--- src/bdCore_macros.svh ---
`ifndef BDCORE_MACROS_SVH
`define BDCORE_MACROS_SVH

// Chip side word layout
`define BD_N_WORD 34
`define BD_N_TAG 11
`define BD_N_CT 9
`define BD_N_GLOBAL 12

// PC side word layout
`define PC_N_CODE 8
`define PC_N_DATA 24

// Spike filter bank
`define BD_N_FILTS 8
`define BD_N_FSTATE 16

// Time unit counter width
`define BD_N_UNIT 16

// PC codes for words built in the FPGA
`define PC_CODE_GLOBAL 8'h04
// Report base, filter id goes in the low bits
`define PC_CODE_REPORT 8'h10

`endif

--- src/bdCorePkg.sv ---
`include "bdCore_macros.svh"

package bdCorePkg;

  // Raw chip word, leaf prefix still attached
  typedef logic [`BD_N_WORD-1:0] bdWord_t;

  // Leaf index 0..3 from the prefix
  typedef logic [1:0] leafCode_t;

  // Word with prefix removed, zero-padded on top
  typedef logic [`BD_N_WORD-2:0] payload_t;

  // Fields of a leaf 0 word
  typedef logic [`BD_N_TAG-1:0] tag_t;
  typedef logic [`BD_N_CT-1:0] count_t;
  typedef logic [`BD_N_GLOBAL-1:0] globalRoute_t;

  // Filter accumulator and its index
  typedef logic [`BD_N_FSTATE-1:0] filterState_t;
  typedef logic [$clog2(`BD_N_FILTS)-1:0] filterId_t;

  // Code in the top byte, data below
  typedef logic [`PC_N_CODE+`PC_N_DATA-1:0] pcWord_t;

  // Spike filter FSM
  typedef enum logic {
    SF_IDLE,
    SF_REPORT
  } sfState_t;

endpackage

--- src/bdDecoder.sv ---
`timescale 1ns/1ns
`include "bdCore_macros.svh"

module bdDecoder (
  input  logic                 clk,
  input  logic                 rst,
  input  bdCorePkg::bdWord_t   bdInData,
  input  logic                 bdInValid,
  output logic                 bdInAck,
  output bdCorePkg::leafCode_t decLeaf,
  output bdCorePkg::payload_t  decPayload,
  output logic                 decValid,
  input  logic                 decAck
);
  import bdCorePkg::*;

  localparam int msb = `BD_N_WORD - 1;

  leafCode_t nextLeaf;
  payload_t  nextPayload;
  logic      inXfer;

  // Take a word when the stage is empty or draining this cycle
  assign bdInAck = !decValid || decAck;
  assign inXfer  = bdInValid && bdInAck;

  // Priority decode from the top bit down
  always_comb begin
    if (bdInData[msb]) begin
      nextLeaf    = 2'd0;
      nextPayload = bdInData[msb-1:0];
    end else if (bdInData[msb-1]) begin
      nextLeaf    = 2'd1;
      nextPayload = {1'b0, bdInData[msb-2:0]};
    end else if (bdInData[msb-2]) begin
      nextLeaf    = 2'd2;
      nextPayload = {2'b00, bdInData[msb-3:0]};
    end else begin
      // 000 prefix, same payload width as leaf 2
      nextLeaf    = 2'd3;
      nextPayload = {2'b00, bdInData[msb-3:0]};
    end
  end

  // Stage valid
  always_ff @(posedge clk) begin
    if (rst) begin
      decValid <= 1'b0;
    end else if (bdInAck) begin
      decValid <= bdInValid;
    end
  end

  // Leaf and payload
  always_ff @(posedge clk) begin
    if (inXfer) begin
      decLeaf    <= nextLeaf;
      decPayload <= nextPayload;
    end
  end

  // Output word stays put until the split stage takes it
  assert property (@(posedge clk) disable iff (rst)
    decValid && !decAck |=> decValid && $stable(decPayload) && $stable(decLeaf));

endmodule

--- src/bdTagSplit.sv ---
`timescale 1ns/1ns
`include "bdCore_macros.svh"

module bdTagSplit (
  input  logic                 clk,
  input  logic                 rst,
  input  bdCorePkg::leafCode_t decLeaf,
  input  bdCorePkg::payload_t  decPayload,
  input  logic                 decValid,
  output logic                 decAck,
  output bdCorePkg::tag_t      tsTag,
  output bdCorePkg::count_t    tsCount,
  output logic                 tsValid,
  input  logic                 tsAck,
  output bdCorePkg::leafCode_t osLeaf,
  output bdCorePkg::payload_t  osPayload,
  output logic                 osValid,
  input  logic                 osAck
);
  import bdCorePkg::*;

  // Leaf 0 field positions
  localparam int tagLo    = `BD_N_CT;
  localparam int globalLo = `BD_N_CT + `BD_N_TAG;
  localparam int globalHi = globalLo + `BD_N_GLOBAL - 1;

  globalRoute_t globalField;
  logic         isLocal;
  logic         tsRoom;
  logic         osRoom;
  logic         take;

  assign globalField = decPayload[globalHi:globalLo];
  // Local spike tag is leaf 0 with no global route
  assign isLocal = (decLeaf == 2'd0) && (globalField == '0);

  // Each output register is free when empty or draining
  assign tsRoom = !tsValid || tsAck;
  assign osRoom = !osValid || osAck;

  // Ack only if the chosen destination can take it
  assign decAck = isLocal ? tsRoom : osRoom;
  assign take   = decValid && decAck;

  always_ff @(posedge clk) begin
    if (rst) begin
      tsValid <= 1'b0;
      osValid <= 1'b0;
    end else begin
      if (tsRoom) begin
        tsValid <= take && isLocal;
      end
      if (osRoom) begin
        osValid <= take && !isLocal;
      end
    end
  end

  // Tag stream fields
  always_ff @(posedge clk) begin
    if (take && isLocal) begin
      tsTag   <= decPayload[globalLo-1:tagLo];
      tsCount <= decPayload[tagLo-1:0];
    end
  end

  // Everything else passes whole
  always_ff @(posedge clk) begin
    if (take && !isLocal) begin
      osLeaf    <= decLeaf;
      osPayload <= decPayload;
    end
  end

  // Stalled words hold until the consumer takes them
  assert property (@(posedge clk) disable iff (rst)
    tsValid && !tsAck |=> tsValid && $stable(tsTag) && $stable(tsCount));
  assert property (@(posedge clk) disable iff (rst)
    osValid && !osAck |=> osValid && $stable(osLeaf) && $stable(osPayload));

endmodule

--- src/bdUpCore.sv ---
`timescale 1ns/1ns
`include "bdCore_macros.svh"

module bdUpCore (
  input  logic                  clk,
  input  logic                  rst,
  input  bdCorePkg::bdWord_t    bdInData,
  input  logic                  bdInValid,
  output logic                  bdInAck,
  input  logic [`BD_N_UNIT-1:0] unitLen,
  output bdCorePkg::pcWord_t    pcOutData,
  output logic                  pcOutValid,
  input  logic                  pcOutAck
);
  import bdCorePkg::*;

  //////////////////////////////////////////////////////////////////////////
  // Stage wiring
  //////////////////////////////////////////////////////////////////////////

  // Decoder to splitter
  leafCode_t    decLeaf;
  payload_t     decPayload;
  logic         decValid;
  logic         decAck;

  // Local tags to the filter bank
  tag_t         tsTag;
  count_t       tsCount;
  logic         tsValid;
  logic         tsAck;

  // Non-local words to the packer
  leafCode_t    osLeaf;
  payload_t     osPayload;
  logic         osValid;
  logic         osAck;

  // Filter reports to the packer
  filterId_t    rpId;
  filterState_t rpState;
  logic         rpValid;
  logic         rpAck;

  // Time base
  logic                  unitPulse;
  logic [`BD_N_UNIT-1:0] unitsElapsed;

  bdDecoder decoder_i (
    .clk(clk), .rst(rst),
    .bdInData(bdInData), .bdInValid(bdInValid), .bdInAck(bdInAck),
    .decLeaf(decLeaf), .decPayload(decPayload), .decValid(decValid), .decAck(decAck)
  );

  bdTagSplit tagSplit_i (
    .clk(clk), .rst(rst),
    .decLeaf(decLeaf), .decPayload(decPayload), .decValid(decValid), .decAck(decAck),
    .tsTag(tsTag), .tsCount(tsCount), .tsValid(tsValid), .tsAck(tsAck),
    .osLeaf(osLeaf), .osPayload(osPayload), .osValid(osValid), .osAck(osAck)
  );

  spikeFilter #(.nFilts(`BD_N_FILTS)) filter_i (
    .clk(clk), .rst(rst), .unitPulse(unitPulse),
    .tsTag(tsTag), .tsCount(tsCount), .tsValid(tsValid), .tsAck(tsAck),
    .rpId(rpId), .rpState(rpState), .rpValid(rpValid), .rpAck(rpAck)
  );

  // Elapsed count kept for later heartbeat use
  timeMgr timeMgr_i (
    .clk(clk), .rst(rst), .unitLen(unitLen),
    .unitPulse(unitPulse), .unitsElapsed(unitsElapsed)
  );

  pcPacker packer_i (
    .clk(clk), .rst(rst),
    .osLeaf(osLeaf), .osPayload(osPayload), .osValid(osValid), .osAck(osAck),
    .rpId(rpId), .rpState(rpState), .rpValid(rpValid), .rpAck(rpAck),
    .pcOutData(pcOutData), .pcOutValid(pcOutValid), .pcOutAck(pcOutAck)
  );

endmodule

--- src/pcPacker.sv ---
`timescale 1ns/1ns
`include "bdCore_macros.svh"

module pcPacker (
  input  logic                    clk,
  input  logic                    rst,
  input  bdCorePkg::leafCode_t    osLeaf,
  input  bdCorePkg::payload_t     osPayload,
  input  logic                    osValid,
  output logic                    osAck,
  input  bdCorePkg::filterId_t    rpId,
  input  bdCorePkg::filterState_t rpState,
  input  logic                    rpValid,
  output logic                    rpAck,
  output bdCorePkg::pcWord_t      pcOutData,
  output logic                    pcOutValid,
  input  logic                    pcOutAck
);
  import bdCorePkg::*;

  // Global and tag sit together in payload bits 31:9
  localparam int routeLo = `BD_N_CT;
  localparam int routeHi = `BD_N_CT + `BD_N_TAG + `BD_N_GLOBAL - 1;
  localparam int routePad = `PC_N_DATA - (routeHi - routeLo + 1);
  localparam int idPad = `PC_N_CODE - $bits(filterId_t);

  logic                  outFree;
  logic [`PC_N_CODE-1:0] osCode;
  logic [`PC_N_DATA-1:0] osData;
  logic [`PC_N_CODE-1:0] rpCode;
  logic [`PC_N_DATA-1:0] rpData;
  pcWord_t               nextWord;

  assign outFree = !pcOutValid || pcOutAck;

  // Other stream has priority
  assign osAck = outFree;
  assign rpAck = outFree && !osValid;

  //////////////////////////////////////////////////////////////////////////
  // Word formats
  //////////////////////////////////////////////////////////////////////////
  always_comb begin
    if (osLeaf == 2'd0) begin
      // Global route word
      osCode = `PC_CODE_GLOBAL;
      osData = {{routePad{1'b0}}, osPayload[routeHi:routeLo]};
    end else begin
      osCode = {{(`PC_N_CODE-2){1'b0}}, osLeaf};
      osData = osPayload[`PC_N_DATA-1:0];
    end
  end

  // Filter id goes into the low code bits
  assign rpCode = `PC_CODE_REPORT | {{idPad{1'b0}}, rpId};
  assign rpData = {{(`PC_N_DATA-`BD_N_FSTATE){1'b0}}, rpState};

  assign nextWord = osValid ? {osCode, osData} : {rpCode, rpData};

  always_ff @(posedge clk) begin
    if (rst) begin
      pcOutValid <= 1'b0;
    end else if (outFree) begin
      pcOutValid <= osValid || rpValid;
    end
  end

  // Output word
  always_ff @(posedge clk) begin
    if (outFree && (osValid || rpValid)) begin
      pcOutData <= nextWord;
    end
  end

  // Stalled word held for the host
  assert property (@(posedge clk) disable iff (rst)
    pcOutValid && !pcOutAck |=> pcOutValid && $stable(pcOutData));

endmodule

--- src/spikeFilter.sv ---
`timescale 1ns/1ns
`include "bdCore_macros.svh"

module spikeFilter #(
  parameter int nFilts = `BD_N_FILTS
) (
  input  logic                    clk,
  input  logic                    rst,
  input  logic                    unitPulse,
  input  bdCorePkg::tag_t         tsTag,
  input  bdCorePkg::count_t       tsCount,
  input  logic                    tsValid,
  output logic                    tsAck,
  output bdCorePkg::filterId_t    rpId,
  output bdCorePkg::filterState_t rpState,
  output logic                    rpValid,
  input  logic                    rpAck
);
  import bdCorePkg::*;

  localparam filterId_t lastId = filterId_t'(nFilts - 1);
  localparam filterState_t stateMax = '1;

  sfState_t                state;
  filterState_t            acc [nFilts];
  filterId_t               scanIdx;
  filterId_t               tagIdx;
  logic                    tagHit;
  logic [`BD_N_FSTATE:0]   sum;
  filterState_t            satSum;
  logic                    outFree;
  logic                    emit;

  // Tags accepted only between reports
  assign tsAck = (state == SF_IDLE);

  // Tags past the bank are dropped
  assign tagIdx = tsTag[$bits(filterId_t)-1:0];
  assign tagHit = tsTag < nFilts;

  // Saturating add
  assign sum    = {1'b0, acc[tagIdx]} + tsCount;
  assign satSum = sum[`BD_N_FSTATE] ? stateMax : sum[`BD_N_FSTATE-1:0];

  // Report register free, and a nonzero filter under the scan
  assign outFree = !rpValid || rpAck;
  assign emit    = (state == SF_REPORT) && outFree && (acc[scanIdx] != '0);

  //////////////////////////////////////////////////////////////////////////
  // FSM, accumulators, report valid
  //////////////////////////////////////////////////////////////////////////
  always_ff @(posedge clk) begin
    if (rst) begin
      state   <= SF_IDLE;
      scanIdx <= '0;
      rpValid <= 1'b0;
      for (int i = 0; i < nFilts; i++) begin
        acc[i] <= '0;
      end
    end else begin
      if (emit) begin
        rpValid <= 1'b1;
      end else if (rpAck) begin
        rpValid <= 1'b0;
      end
      case (state)
        SF_IDLE: begin
          if (tsValid && tsAck && tagHit) begin
            acc[tagIdx] <= satSum;
          end
          // Scan restarts at filter 0
          if (unitPulse) begin
            state   <= SF_REPORT;
            scanIdx <= '0;
          end
        end
        SF_REPORT: begin
          // Walk one filter per free report slot
          if (outFree) begin
            if (emit) begin
              acc[scanIdx] <= '0;
            end
            if (scanIdx == lastId) begin
              state <= SF_IDLE;
            end else begin
              scanIdx <= scanIdx + 1'b1;
            end
          end
        end
        default: state <= SF_IDLE;
      endcase
    end
  end

  // Report fields
  always_ff @(posedge clk) begin
    if (emit) begin
      rpId    <= scanIdx;
      rpState <= acc[scanIdx];
    end
  end

  // Only real, nonempty filters get reported
  assert property (@(posedge clk) disable iff (rst)
    rpValid |-> (rpId < nFilts) && (rpState != '0));

endmodule

--- src/timeMgr.sv ---
`timescale 1ns/1ns
`include "bdCore_macros.svh"

module timeMgr (
  input  logic                  clk,
  input  logic                  rst,
  input  logic [`BD_N_UNIT-1:0] unitLen,
  output logic                  unitPulse,
  output logic [`BD_N_UNIT-1:0] unitsElapsed
);

  logic [`BD_N_UNIT-1:0] cycleCount;
  logic                  lastCycle;

  // Zero length means no pulses
  assign lastCycle = (unitLen != '0) && (cycleCount == unitLen - 1'b1);

  // Pulse lands one cycle after the wrap point
  always_ff @(posedge clk) begin
    if (rst) begin
      cycleCount   <= '0;
      unitPulse    <= 1'b0;
      unitsElapsed <= '0;
    end else begin
      unitPulse <= lastCycle;
      if (lastCycle || unitLen == '0) begin
        cycleCount <= '0;
      end else begin
        cycleCount <= cycleCount + 1'b1;
      end
      if (lastCycle) begin
        unitsElapsed <= unitsElapsed + 1'b1;
      end
    end
  end

endmodule

--- config.mk ---
export PLATFORM = sky130hd
export DESIGN_NAME = bdUpCore
export DESIGN_NICKNAME = d
export VERILOG_FILES = /design/src/bdCorePkg.sv /design/src/bdDecoder.sv /design/src/bdTagSplit.sv /design/src/bdUpCore.sv /design/src/pcPacker.sv /design/src/spikeFilter.sv /design/src/timeMgr.sv
export VERILOG_INCLUDE_DIRS = /design/src /design/src/src
export SDC_FILE = /design/constraint.sdc
export NUM_CORES = 1
export LEC_CHECK = 0
export ABC_AREA = 1
export BUFFER_PORTS_ARGS = -buffer_cell sky130_fd_sc_hd__buf_2
export CORE_ASPECT_RATIO = 0.5
export CORE_UTILIZATION = 55
export DETAILED_ROUTE_END_ITERATION = 12
export GPL_ROUTABILITY_DRIVEN = 0
export PLACE_DENSITY_LB_ADDON = 0.08
export SYNTH_ARGS = -nofsm -noshare
export SYNTH_HDL_FRONTEND = slang
export SYNTH_SLANG_ARGS = --single-unit
export TNS_END_PERCENT = 1
--- constraint.sdc ---
create_clock -name clk -period 4.35 [get_ports clk]
set_input_delay 1.305 -clock clk [delete_from_list [all_inputs] [get_ports clk]]
set_output_delay 1.305 -clock clk [all_outputs]
set_load 0.05 [all_outputs]
; ---- Word level (Yosys, flattened, before mapping)
; Memories as Yosys holds them, arrays and structs flattened. A register that Yosys moved wholly into a read port is not among the register bits.
; Index checks and enable logic that the tools add are counted.
[word_totals]
inputBits = 54
romBits = 0
elab_cells = 111
n_memories = 1
ram_bits = 128
output_inout_bits = 34
reg_bits = 165
latchBits = 0
[classes]
addsub = 4
n_div = 0
multipliers = 0
n_eq_ne = 5
bitwise_logic = 2
reduce_logical = 38
n_lt_le_gt_ge = 1
mux = 39
shifts = 0
[memory_table]
columns = memory, words, word_bits, read_ports, rd_clocked_by_memory_dff, write_ports, line
row1 = filter_i.acc, 8, 16, 2, 2, 8, spikeFilter.sv:25  ; filterState_t acc [nFilts];
[ops]
columns = operator, n
row1 = $mux W32, 2
row2 = $mux W16, 3
row3 = $reduce_bool A16 Y1, 2
row4 = $reduce_or A16 Y1, 2
row5 = $mux W27, 1
row6 = $mux W3, 9
row7 = $mux W24, 1
row8 = $mux W1, 21
row9 = $add A16 B9 Y17, 1
row10 = $add A16 B1 Y16 const B, 1
row11 = $eq A16 B16 Y1, 1
row12 = $logic_not A16 Y1, 1
row13 = $sub A16 B1 Y16 const B, 1
row14 = $logic_and A1 B1 Y1, 12
row15 = $logic_not A12 Y1, 1
row16 = $lt A11 B4 Y1 const B, 1
row17 = $logic_or A1 B1 Y1, 7
row18 = $logic_not A1 Y1, 6
row19 = $pmux W3 S2, 1
row20 = $reduce_or A2 Y1, 3
row21 = $logic_not A2 Y1, 2
row22 = $ne A2 B2 Y1 const B, 2
row23 = $add A3 B1 Y3 const B, 1
row24 = $eq A3 B3 Y1 const B, 1
row25 = other kinds (5), 6

; ---- Longest topological paths before layout
[depth]
word_depth = 13
depth_mapped = 21
depth_no_buf = 18

; ---- Hierarchy
; Synthesis repeated with hierarchy kept, for this count alone.
[hier_totals]
hier_cells = 1785
hier_area_um2 = 16164.3
[modules_own_cells]
columns = module, cells_each, area_each_um2, seq_area_each_um2, instances
row1 = spikeFilter, 1114, 9012.4, 4574.4, 1
row2 = timeMgr, 388, 2733.9, 660.6, 1
row3 = bdTagSplit, 86, 1811.7, 1691.6, 1
row4 = pcPacker, 149, 1478.9, 860.8, 1
row5 = bdDecoder, 48, 1127.3, 1071.0, 1

; ---- Worst setup path before layout
; No wires, ideal clock.
[synth_path]
path_type = input port to flip-flop
start = input pcOutAck
end = register decoder_i.decLeaf[0] (enable)
t_arrival_ps = 3475
cell_stages = 4
n_path_buf = 0
setup_ps = 446
t_required_ps = 3904
slack_ps = 429
path_cell_list = nor2_1 > inv_1 > o21ai_0 > a31oi_1
[synth_between]
elab_chain_len = 5
[synth_rtl]
columns = element, line
row1 = from (decl), bdUpCore.sv:13  ; input logic pcOutAck
row2 = $logic_or A1 B1 Y1, pcPacker.sv:34  ; assign outFree = !pcOutValid || pcOutAck;
row3 = $logic_or A1 B1 Y1, bdTagSplit.sv:39  ; assign osRoom = !osValid || osAck;
row4 = $mux W1, bdTagSplit.sv:42  ; assign decAck = isLocal ? tsRoom : osRoom;
row5 = $logic_or A1 B1 Y1, bdDecoder.sv:24  ; assign bdInAck = !decValid || decAck;
row6 = $logic_and A1 B1 Y1, bdDecoder.sv:25  ; assign inXfer = bdInValid && bdInAck;
row7 = via decoder_i.inXfer, bdDecoder.sv:21  ; logic inXfer;
row8 = to (signal assigned), bdDecoder.sv:57  ; decLeaf <= nextLeaf;
row9 = to (decl), bdDecoder.sv:10  ; output bdCorePkg::leafCode_t decLeaf,
; The timed path passes the listed nets, and every way through them passes these cells.
; A chain may end at the register's enable or synchronous reset.

==> impl_results.md <==
* Largest family of logic cells by synthesized area: simple AND/OR/NAND/NOR gates
* Worst EP required at approximately 4.7 ns
* Final nets at roughly 1.7k
* ANT cells at 0
* Hold Path Class: reg2reg
* Synth-to-layout area growth at 12.91%
* Clock-pin slew on the worst setup and hold paths at approximately 0.07 ns
* Status: completed
* H-tree depth at 1
* I/O Buffers at between 80 and 90
* Clock skew at roughly 0.018 ns
* Initial antenna violation count at 0
* CTS tree: yes
* Power share of the clock group at 0.412
* Synth Area in XOR/XNOR at 0.02926
* Internal power at approximately 4.6 mW
* Maximum vdd drop at ~0.00029 V
* RSZ-0062 raised after global routing: false
* GRT Overall Usage at 0.2827
* Synth Instances at between 1.5k and 2k
* Largest net degree at the start of global routing at 49
* Layout cells sized above 1 at 0.1301
* Switching power at about 1.3 mW
* Synth cell types at 39
* Hold_buf cts at 0
* Worst-margin pin slew at 0.8293 ns
* Synthesized area at approximately 14000 µm²
* Routed via count at around 11k
* Die H at ~120 µm
* Total Power at 5.953 mW
* Post-synth EDFFs at roughly 260
* Pre-Repair DR Iteration Count at 8
* MaxCap Viol Count at 0
* Final Hold Violating Endpoints at 0
* Switching share of power at 0.2207
* Post-layout min period at around 3.9 ns
* Final setup fails at 0
* Setup TNS at 0 ns
* CP arrival at 4.24 ns
* Crit. End Element: flop
* First-pass GRT wire length at about 58 mm
* Combinational share of power at 0.049
* Commonest non-fill, non-tap cell in the layout: nand2_1
* Main synth FF type: edfxtp_1
* Post-synth top area share at 0.5496
* Initial Utilization at 0.5648
* Slew Limit Fails at 0
* Die width at between 200 and 250 µm
* Synth Area in Compound Gates at 0.08150
* Leading area contributor after synthesis: edfxtp_1
* PD cells at ~370 nW/µm²
* Antenna Violating Nets Remaining at 0
* Post-CTS Setup Bufs at 0
* Core Area at approximately 25000 µm²
* Post-synthesis sequential area ratio at 0.5942
* 1st-iter DRT viols at roughly 1.2k
* PostCTS Resize Cnt at 0
* FFs w/ async S/R, synth at 0
* Pleak at 6.900 nW
* Post-Synth Adder-Cell Area at 0.01271
* Wire length per cell at about 19 µm
* Die area at ~27000 µm²
* Leading cell types in the layout, fill and taps excluded: nand2_1 (366), edfxtp_1 (263), nor2_1 (233), inv_1 (174), o21ai_0 (90)
* Share of power burned in registers at 0.538
* Setup CP Type: reg2reg
* Mux cell area share after synthesis at 0
* Total clock sinks at approximately 300
* CTS Root Cell: clkbuf_16
* Clock latency on the worst-skew pair at 0.56 ns
* Synth area leaders: edfxtp_1 (55%), nand2_1 (9.6%), nor2_1 (6.1%), inv_1 (4.5%), dfxtp_1 (4.5%)
* Synth warn at 0
* Syn Area/Cell at around 9.4 µm²
* Row count at 41
* Simple-gate share of the synthesized area at 0.2071
* Total CTS buffers at 27
* CP Max Fanout at 20
* Top-level port count at between 80 and 90
* Final wirelength at approximately 38 mm
* Relative slew slack at 0.4465
* CP startpoint kind: flop
* Crit share post-route at 0.9046
* Max Root-Sink Buffers at 3
* Sum of net half-perimeters after detailed placement at between 20 and 30 mm
* Worst hold margin at between 0.4 and 0.5 ns
* #FFs+latches synth at 295
* DRC at 0
* Post-DR vias/cell at approximately 5.6
* Grt ovf at 0
* Fmax at between 200 and 300 MHz
* Vias in the first global route at 10.55k
==> cell families after synthesis <==
kind of cell / after synthesis
simple gates: 718
fa+ha+maj: 14
flops: 295
buf+inv: 246
compound gates: 209
other cells: 1
xor+xnor: 48
==> cell type report <==
| cell class | instances | area, µm² |
|---|---|---|
| repair buffers | 138 | 878.3 |
| fillers | 2132 | 9219 |
| clock buffers | 44 | 874.6 |
| multi-input cells | 993 | 4795 |
| inverters | 177 | 664.4 |
| clock inverters | 6 | 42.54 |
| well taps | 344 | 430.4 |
| flip-flops and latches | 295 | 8541 |
==> synthesized netlist by cell type, drive strengths merged, types with 11 or more instances <==
library cell and instances:
xor2 36, inv 176, a21oi 63, a31oi 11
buf 45, o21ai 104, nand3 72, nor2 243
o211ai 14, edfxtp 263, ha 13, clkbuf 24
nand2 379, dfxtp 32, xnor2 12
==> stage by stage <==
| stage | cell area (µm²) | setup slack, ns | util | instances |
|---|---|---|---|---|
| floorplan | 14380 | 0.4289 | - | 1534 |
| global placement | 15310 | 0.6530 | 0.6016 | 1947 |
| detailed placement | 15310 | 0.5553 | 0.6016 | 1947 |
| CTS | 16230 | 0.5072 | 0.6377 | 1997 |
| global route | 16230 | 0.1065 | 0.6377 | 1997 |
| finish | 16230 | 0.4151 | 0.6377 | 1997 |
==> state kept, by name (all words and copies together), names as in the netlist, named ones only <==
signal and flops:
filter_i.acc 128, decoder_i.decPayload 32, tagSplit_i.osPayload 32, packer_i.pcOutData 28, filter_i.rpState 16, timeMgr_i.cycleCount 16, tagSplit_i.tsTag 11, tagSplit_i.tsCount 9
filter_i.rpId 3, filter_i.scanIdx 3, decoder_i.decLeaf 2, tagSplit_i.osLeaf 2, decoder_i.decValid 1, filter_i.rpValid 1, filter_i.state 1, packer_i.pcOutValid 1
tagSplit_i.osValid 1, tagSplit_i.tsValid 1, timeMgr_i.unitPulse 1
==> final timing paths <==
| kind | start | depth (start not counted) | to | slack [ns] |
|---|---|---|---|---|
| setup reg to reg | flop | 20 | filter_i.acc[0][11]$_SDFFCE_PN0P_ | 0.42 |
| hold / removal | decoder_i.decLeaf[1]$_SDFFCE_PP0P_ | 0 | tagSplit_i.osLeaf[1]$_DFFE_PP_ | 0.45 |
| setup / recovery | flop | 20 | filter_i.acc[0][11]$_SDFFCE_PN0P_ | 0.42 |
| hold reg to reg | decoder_i.decLeaf[1]$_SDFFCE_PP0P_ | 0 | tagSplit_i.osLeaf[1]$_DFFE_PP_ | 0.45 |
==> power groups by stage <==
stage	clock network, mW	logic (mW)	registers, mW
after floorplan	0	0.152	3.28
after global placement	0	0.284	3.27
after detailed placement	0	0.292	3.27
after CTS	2.48	0.293	3.21
after global routing	2.59	0.322	3.21
final	2.45	0.293	3.21
==> routing by layer <==
metal / GRT usage / vias up / routed length (µm)
met3: 0.06250 / 95 / 4009
met5: 0 / - / 0
met4: 0.1055 / 0 / 1198
li1: - / 5239 / -
met1: 0.3818 / 5177 / 15800
met2: 0.4540 / 604 / 16590
==> worst max-delay path, stage by stage, from the launching register on <==
cell     delay [ns]
dfxtp_2        0.49
inv_1          0.14
buf_4          0.23
nor2_1         0.11
o21ai_0        0.10
a21oi_1        0.21
a31oi_1        0.09
ha_1           0.37
a21oi_1        0.21
o21ai_0        0.11
a21oi_1        0.21
inv_1          0.08
nand3_1        0.08
nand2_1        0.11
nand2_1        0.11
inv_1          0.07
nand2_1        0.13
inv_1          0.27
o21ai_1        0.35
buf_4          0.19
nor2_1         0.04
Note: power is estimated with default switching activity, not from simulation.
